## config.mk

```make
export PLATFORM = sky130hd
export DESIGN_NAME = spongent_hash
export DESIGN_NICKNAME = d
export VERILOG_FILES = /design/src/logic/spongent_pkg.sv /design/src/logic/spongent_round.sv /design/src/logic/spongent_pad.sv /design/src/logic/spongent_sponge.sv /design/src/logic/spongent_squeeze.sv /design/src/logic/spongent_hash.sv
export SDC_FILE = /design/constraint.sdc
export NUM_CORES = 1
export LEC_CHECK = 0
export ABC_AREA = 1
export BUFFER_PORTS_ARGS = -buffer_cell sky130_fd_sc_hd__buf_2
export CAP_MARGIN = 20
export CORE_MARGIN = 2
export CORE_UTILIZATION = 40
export CTS_CLUSTER_DIAMETER = 150
export DETAILED_ROUTE_END_ITERATION = 12
export PLACE_DENSITY = 0.61
export SLEW_MARGIN = 5
export SYNTH_ARGS = -nofsm -noshare
export SYNTH_HDL_FRONTEND = slang
export SYNTH_SLANG_ARGS = --single-unit
```

## constraint.sdc

```tcl
create_clock -name clk -period 9.65 [get_ports clk]
set_clock_uncertainty 0.05 [all_clocks]
set_input_delay 0.4825 -clock clk [delete_from_list [all_inputs] [get_ports clk]]
set_output_delay 0.4825 -clock clk [all_outputs]
set_load 0.01 [all_outputs]
```

## src/logic/spongent_pkg.sv

```systemverilog
// ##################################################
// Sizes, constants and types for SPONGENT-88/80/8
// Only the 88/80/8 variant is covered, so the round
// counter LFSR is fixed at 6 bits
// ##################################################
`default_nettype none

package spongent_pkg;

    // ##################################################
    // Sponge geometry
    // ##################################################
    localparam int state_width    = 88;  // Permutation width N
    localparam int rate_width     = 8;   // Rate r, one message byte per block
    localparam int capacity_width = 80;  // Capacity c
    localparam int round_count    = 45;  // Rounds per permutation R
    localparam int squeeze_blocks = 11;  // Rate blocks that make up the digest
    localparam int nibble_count   = state_width / 4;  // S-boxes per round

    localparam int round_idx_width = $clog2(round_count);
    localparam int sq_count_width  = $clog2(squeeze_blocks);

    // ##################################################
    // Round counter LFSR
    // ##################################################
    localparam int lcounter_width = 6;
    localparam logic [lcounter_width-1:0] lcounter_init     = 6'h05;  // Start of every permutation
    localparam logic [lcounter_width:0]   lcounter_feedback = 7'h61;  // x^6 + x^5 + 1

    // 4-bit S-box, entry i sits at bits [4i+3:4i]
    localparam logic [63:0] sbox_table = 64'h63C9_58A7_F412_0BDE;

    // Block appended after the last message byte
    localparam logic [rate_width-1:0] pad_byte = 8'h80;

    // ##################################################
    // Types
    // ##################################################
    typedef struct packed {
        logic [rate_width-1:0] data;  // Rate block XORed into the state
        logic                  last;  // Set only on the pad block of a message
    } block_t;

    typedef logic [state_width-1:0] digest_t;  // First squeezed byte in the top bits

    typedef enum logic [1:0] {
        idle,          // Waiting for a block, ready is high
        absorb_perm,   // Permutation after absorbing a block
        squeeze_perm   // Emitting digest bytes with permutations in between
    } sponge_state_e;

endpackage : spongent_pkg

`default_nettype wire

```

## src/logic/spongent_round.sv

```systemverilog
// ##################################################
// One combinational SPONGENT-88 round
// Counter injection, S-box layer, bit permutation
// ##################################################
`timescale 1ns/1ps
`default_nettype none

module spongent_round
    import spongent_pkg::*;
(
    input  logic [state_width-1:0]    state_in,
    input  logic [lcounter_width-1:0] lcounter,
    output logic [state_width-1:0]    state_out
);

    logic [lcounter_width-1:0] lcounter_rev;  // Counter with bit order swapped
    logic [state_width-1:0]    ctr_state;     // After counter injection
    logic [state_width-1:0]    sbox_state;    // After the S-box layer

    always_comb begin
        for (int k = 0; k < lcounter_width; k++) begin
            lcounter_rev[k] = lcounter[lcounter_width-1-k];
        end
    end

    // Counter into the low end, reversed counter into the high end
    assign ctr_state = state_in ^ {lcounter_rev,
                                   {(state_width - 2 * lcounter_width){1'b0}},
                                   lcounter};

    // ##################################################
    // S-box layer over all nibbles
    // ##################################################
    for (genvar n = 0; n < nibble_count; n++) begin : g_sbox
        assign sbox_state[4*n +: 4] = sbox_table[{ctr_state[4*n +: 4], 2'b00} +: 4];
    end

    // ##################################################
    // Bit permutation
    // ##################################################
    // Bit j moves to j*N/4 mod (N-1), the top bit stays put
    for (genvar j = 0; j < state_width - 1; j++) begin : g_perm
        assign state_out[(j * nibble_count) % (state_width - 1)] = sbox_state[j];
    end

    assign state_out[state_width-1] = sbox_state[state_width-1];

endmodule : spongent_round

`default_nettype wire

```

## src/logic/spongent_pad.sv

```systemverilog
// ##################################################
// Padding stage in front of the sponge core
// No back-pressure, a byte that cannot be taken is
// dropped and flagged on overrun a cycle later
// Empty messages are not supported
// ##################################################
`timescale 1ns/1ps
`default_nettype none

module spongent_pad
    import spongent_pkg::*;
(
    input  logic                  clk,
    input  logic                  rst_n,
    input  logic                  byte_valid,
    input  logic [rate_width-1:0] byte_data,
    input  logic                  byte_last,
    input  logic                  ready,
    output logic                  blk_valid,
    output block_t                blk,
    output logic                  overrun
);

    logic pad_pending;  // The pad block of the current message is still owed
    logic accept;       // Byte goes through to the core this cycle
    logic pad_issue;    // Pad block goes to the core this cycle

    // A byte must not overtake the pad block of the previous message
    assign accept    = byte_valid && ready && !pad_pending;
    assign pad_issue = pad_pending && ready;

    // Bytes pass straight through in the strobe cycle
    assign blk_valid = accept || pad_issue;

    always_comb begin
        if (pad_pending) begin
            blk.data = pad_byte;
            blk.last = 1'b1;
        end else begin
            blk.data = byte_data;
            blk.last = 1'b0;
        end
    end

    // ##################################################
    // Pad slot and overrun flag
    // ##################################################
    always_ff @(posedge clk) begin
        if (!rst_n) begin
            pad_pending <= 1'b0;
            overrun     <= 1'b0;
        end else begin
            overrun <= byte_valid && !accept;  // Any refused byte is lost
            if (pad_issue) begin
                pad_pending <= 1'b0;
            end else if (accept && byte_last) begin
                pad_pending <= 1'b1;  // Goes out once the core is idle again
            end
        end
    end

endmodule : spongent_pad

`default_nettype wire

```

## src/logic/spongent_sponge.sv

```systemverilog
// ##################################################
// Iterative sponge core, one round per clock
// Takes a block only while ready is high, one
// message at a time; the state is cleared after
// the last digest byte has gone out
// ##################################################
`timescale 1ns/1ps
`default_nettype none

module spongent_sponge
    import spongent_pkg::*;
(
    input  logic                  clk,
    input  logic                  rst_n,
    input  logic                  blk_valid,
    input  block_t                blk,
    output logic                  ready,
    output logic                  sq_valid,
    output logic [rate_width-1:0] sq_byte,
    output logic                  sq_last
);

    sponge_state_e              fsm;
    logic [state_width-1:0]     state;
    logic [state_width-1:0]     round_out;
    logic [lcounter_width-1:0]  lfsr;
    logic [lcounter_width-1:0]  lfsr_next;
    logic [round_idx_width-1:0] round_idx;  // Rounds done in this permutation
    logic [sq_count_width-1:0]  sq_count;   // Digest bytes already emitted
    logic                       pad_seen;   // Block being permuted was the pad block
    logic                       emit;       // Output cycle between squeeze permutations
    logic                       last_round;
    logic                       last_byte;

    spongent_round round_inst (
        .state_in  (state),
        .lcounter  (lfsr),
        .state_out (round_out)
    );

    // Fibonacci LFSR, taps taken from the feedback coefficients
    assign lfsr_next  = {lfsr[lcounter_width-2:0],
                         ^(lfsr & lcounter_feedback[lcounter_width:1])};

    assign last_round = round_idx == round_idx_width'(round_count - 1);
    assign last_byte  = sq_count == sq_count_width'(squeeze_blocks - 1);

    assign ready    = fsm == idle;
    assign sq_valid = (fsm == squeeze_perm) && emit;
    assign sq_byte  = state[rate_width-1:0];  // Rate bits of the state
    assign sq_last  = sq_valid && last_byte;

    // ##################################################
    // Absorb, permute and squeeze sequencing
    // ##################################################
    always_ff @(posedge clk) begin
        if (!rst_n) begin
            fsm       <= idle;
            state     <= '0;
            lfsr      <= lcounter_init;
            round_idx <= '0;
            sq_count  <= '0;
            pad_seen  <= 1'b0;
            emit      <= 1'b0;
        end else begin
            case (fsm)
                idle: begin
                    if (blk_valid) begin
                        state <= {state[state_width-1 -: capacity_width],
                                  state[rate_width-1:0] ^ blk.data};  // Absorb into rate
                        pad_seen  <= blk.last;
                        lfsr      <= lcounter_init;
                        round_idx <= '0;
                        fsm       <= absorb_perm;
                    end
                end
                absorb_perm: begin
                    state     <= round_out;
                    lfsr      <= lfsr_next;
                    round_idx <= round_idx + 1'b1;
                    if (last_round) begin
                        if (pad_seen) begin
                            fsm      <= squeeze_perm;  // First byte needs no extra permutation
                            emit     <= 1'b1;
                            sq_count <= '0;
                        end else begin
                            fsm <= idle;
                        end
                    end
                end
                squeeze_perm: begin
                    if (emit) begin
                        emit      <= 1'b0;
                        sq_count  <= sq_count + 1'b1;
                        lfsr      <= lcounter_init;
                        round_idx <= '0;
                        if (last_byte) begin
                            state <= '0;  // Next message starts from the zero state
                            fsm   <= idle;
                        end
                    end else begin
                        state     <= round_out;
                        lfsr      <= lfsr_next;
                        round_idx <= round_idx + 1'b1;
                        emit      <= last_round;
                    end
                end
                default: fsm <= idle;
            endcase
        end
    end

endmodule : spongent_sponge

`default_nettype wire

```

## src/logic/spongent_squeeze.sv

```systemverilog
// ##################################################
// Digest collector behind the sponge core
// Expects exactly 11 bytes per digest, the first one
// ends up in the top bits; no back-pressure
// ##################################################
`timescale 1ns/1ps
`default_nettype none

module spongent_squeeze
    import spongent_pkg::*;
(
    input  logic                  clk,
    input  logic                  rst_n,
    input  logic                  sq_valid,
    input  logic [rate_width-1:0] sq_byte,
    input  logic                  sq_last,
    output logic                  digest_valid,
    output digest_t               digest
);

    digest_t acc;        // Bytes collected so far
    digest_t acc_shift;  // Accumulator with the incoming byte shifted in

    assign acc_shift = {acc[state_width-rate_width-1:0], sq_byte};

    // Shift register and held digest
    always_ff @(posedge clk) begin
        if (sq_valid) begin
            acc <= acc_shift;
        end
        if (sq_valid && sq_last) begin
            digest <= acc_shift;  // Held until the next digest lands
        end
    end

    // Strobe trails the eleventh byte by one cycle
    always_ff @(posedge clk) begin
        if (!rst_n) begin
            digest_valid <= 1'b0;
        end else begin
            digest_valid <= sq_valid && sq_last;
        end
    end

endmodule : spongent_squeeze

`default_nettype wire

```

## src/logic/spongent_hash.sv

```systemverilog
// ##################################################
// SPONGENT-88/80/8 hash engine top level
// One byte per strobe, no back-pressure; watch busy
// and overrun. One message in the sponge at a time
// ##################################################
`timescale 1ns/1ps
`default_nettype none

module spongent_hash
    import spongent_pkg::*;
(
    input  logic                  clk,
    input  logic                  rst_n,
    input  logic                  byte_valid,
    input  logic [rate_width-1:0] byte_data,
    input  logic                  byte_last,
    output logic                  busy,
    output logic                  overrun,
    output logic                  digest_valid,
    output digest_t               digest
);

    logic                  ready;
    logic                  blk_valid;
    block_t                blk;
    logic                  sq_valid;
    logic [rate_width-1:0] sq_byte;
    logic                  sq_last;

    assign busy = ~ready;  // Core is not idle

    spongent_pad pad_inst (
        .clk        (clk),
        .rst_n      (rst_n),
        .byte_valid (byte_valid),
        .byte_data  (byte_data),
        .byte_last  (byte_last),
        .ready      (ready),
        .blk_valid  (blk_valid),
        .blk        (blk),
        .overrun    (overrun)
    );

    spongent_sponge sponge_inst (
        .clk       (clk),
        .rst_n     (rst_n),
        .blk_valid (blk_valid),
        .blk       (blk),
        .ready     (ready),
        .sq_valid  (sq_valid),
        .sq_byte   (sq_byte),
        .sq_last   (sq_last)
    );

    spongent_squeeze squeeze_inst (
        .clk          (clk),
        .rst_n        (rst_n),
        .sq_valid     (sq_valid),
        .sq_byte      (sq_byte),
        .sq_last      (sq_last),
        .digest_valid (digest_valid),
        .digest       (digest)
    );

endmodule : spongent_hash

`default_nettype wire

```

==> flow_metrics.tcl <==
set metrics [dict create \
    post-dp-hpwl_um 19210 \
    tightest_slew_ps 1077 \
    cts_resized 0 \
    synth_flop_cell "edfxtp_1" \
    drt_iter0_drc 642 \
    arrival_ps 3160 \
    synth-seq-cells 279 \
    rsz0062_at_grt "no" \
    fillers 3102 \
    drv_cap 0 \
    use_met2_pct 27.91 \
    dieWidth_um 185.5 \
    ioPinCount 103 \
    core_area_um2 32450 \
    avgViaCountPerCell 4.866 \
    cts_sinks 279 \
    top_usage_layer "met2" \
    clkTransAtPathRegs_ps 60 \
    fin_nets 1667 \
    final_cells 2026 \
    placed_cells 1975 \
    netlist_instances 1477 \
    drc 0 \
    place_congestion 0.8699 \
    outcome "finished clean" \
    firstDrtPassIters 6 \
    globalRouteMet1Util_pct 21.49 \
    yosysTopAreaCell "edfxtp_1" \
    synth_area_um2 13180 \
    clock-root-buffer "clkbuf_16" \
    relSlewSlack_pct 28.22 \
    use_met3_pct 2.583 \
    synth_cell_type_count 29 \
    power_density_nw_per_um2 240.6 \
    synth_edf_count 168 \
    worstPathMaxFanout 43 \
    rows 66 \
    htree_levels 1 \
    p_leak_uw 0.005928 \
    worstHoldPathType "in2reg" \
    grt_overflow 0 \
    n_antenna_cell 0 \
    hold_viol 0 \
    cts_buffers 29 \
    cts_buffer_depth 3 \
    cts_setup_buffers 0 \
    port_buffers 102 \
    register_area_um2 7267 \
    ir_worst_vdd_mv 0.1631 \
    grt_max_degree 94 \
    synth.cells.most_frequent "nand2_1, nor2_1, edfxtp_1, inv_1, nand3_1" \
    start_util_pct 40.60 \
    layout-area-overhead-vs-synth_pct 13.63 \
    setup_tns_ps 0 \
    synthesis.nets 1580 \
    antenna_found_initial 0 \
    wl_um 27960 \
    grt_pass1_vias 9058 \
    grt_pass1_wl_um 45130 \
    vias 9859 \
    multiInputGateArea_um2 5191 \
    slew_violations 0 \
    synth_seq_area_share_pct 55.16 \
    ant_nets 0 \
    period_share_pct 28.44 \
    clkLatencyLatePin_ps 550 \
    start_kind "flop" \
    crit_required_ps 10070 \
    synthArstFlopShare_pct 0 \
    drive_gt1_share_pct 10.16 \
    fmax_mhz 364.3 \
    die_area_um2 34400 \
    worstSetupPathType "reg2reg" \
    yosysMostFrequentCell "nand2_1" \
    wl_per_cell_um 13.80 \
    ys_warn_count 0 \
    synth_top_area_share_pct 38.29 \
    setup_viol 0 \
    track_usage_pct 16.24 \
    synth_area_leaders "edfxtp_1, dfxtp_1, nand2_1, ha_1, nor2_1" \
    tritoncts "built" \
    syn_avg_cell_area_um2 8.920 \
    end_kind "flop" \
    cts_hold_buf 0 \
    period_needed_ps 2745 \
    fp.dieH_um 185.5 \
]
## cells in the final DEF (no fill, tap or decap), drive strengths merged, types with 3 or more instances in the layout
cell type,Yosys,routed
nand2,376,376
nor2,197,197
edfxtp,168,168
inv,129,129
nand3,117,117
dfxtp,111,111
buf,17,106
a21oi,103,103
o21ai,97,97
ha,91,91
clkbuf,33,33
clkinv,1,15
nor3,7,7
xor2,7,7
o211ai,6,6
xnor2,5,5
a22oi,5,5
nor3b,3,3
bufinv,0,3
## cell families after synthesis
family | count (synthesis) | synth area share, %
flip-flops | 279 | 55.16
XOR/XNOR | 12 | 0.7977
adder cells (fa/ha/maj) | 91 | 8.642
AO/OA/AOI/OAI | 212 | 8.281
buffers and inverters | 180 | 5.499
AND/OR/NAND/NOR | 703 | 21.62
## layer usage
| layer | up-vias | share of wire, % |
|---|---|---|
| met4 | 0 | 2.0 |
| met5 | - | 0 |
| met1 | 4541 | 47 |
| met3 | 39 | 5.5 |
| met2 | 236 | 46 |
| li1 | 5043 | - |
## state kept, by name (all words and copies together), names as in the netlist
signal,count
sponge_inst.round_idx,6
squeeze_inst.digest_valid,1
sponge_inst.state,88
sponge_inst.fsm,2
squeeze_inst.digest,88
pad_inst.pad_pending,1
sponge_inst.lfsr,6
sponge_inst.sq_count,4
squeeze_inst.acc,80
pad_inst.overrun,1
sponge_inst.emit,1
sponge_inst.pad_seen,1
## worst paths after layout
path	startpoint	to	slack, ps	depth (start not counted)
max	sponge_inst.fsm[0]	sponge_inst.state[62]	6910	9
min	byte_valid	pad_inst.overrun	180	3
max reg2reg	sponge_inst.fsm[0]	sponge_inst.state[62]	6910	9
min reg2reg	squeeze_inst.acc[74]	squeeze_inst.digest[82]	370	0
## stage by stage
| stage | cell area (um^2) | power, uW | setup WS, ps | utilization (%) | hold WS [ps] |
|---|---|---|---|---|---|
| 4_1_cts | 14970 | 3637 | 6909 | 46.13 | 148.1 |
| 5_1_grt | 14970 | 3860 | 6616 | 46.13 | 182.1 |
| 6_report | 14970 | 3603 | 6905 | 46.13 | 175.3 |
| 3_3_place_gp | 14040 | 2520 | 7015 | 43.27 | 350.5 |
| 2_1_floorplan | 13180 | 2298 | 4603 | - | 350.3 |
| 3_5_place_dp | 14040 | 2535 | 6914 | 43.27 | 354.5 |
## worst max-delay path: stages (launching register included)
cell and delay, ps:
dfxtp_1 390, inv_1 100, ha_1 270, nand2_1 210
clkinv_2 120, nand2_4 130, nand3_4 450, inv_4 620
nand3_1 140, a21oi_1 160
## report_power, final
part / internal (uW) / leakage [uW] / switching, uW
clock network: 632 / 0.000452 / 458
logic: 326 / 0.00306 / 665
registers: 1380 / 0.00241 / 144
## final cells by class
cell class,count,share of cell area [%]
Inverter,130,3.285
Clock inverter,18,1.245
Tap cell,442,3.694
Clock buffer,33,4.948
Timing Repair Buffer,106,3.611
Multi-Input combinational cell,1018,34.68
Sequential cell,279,48.54
No activity file was read; power rests on OpenSTA's default activity.
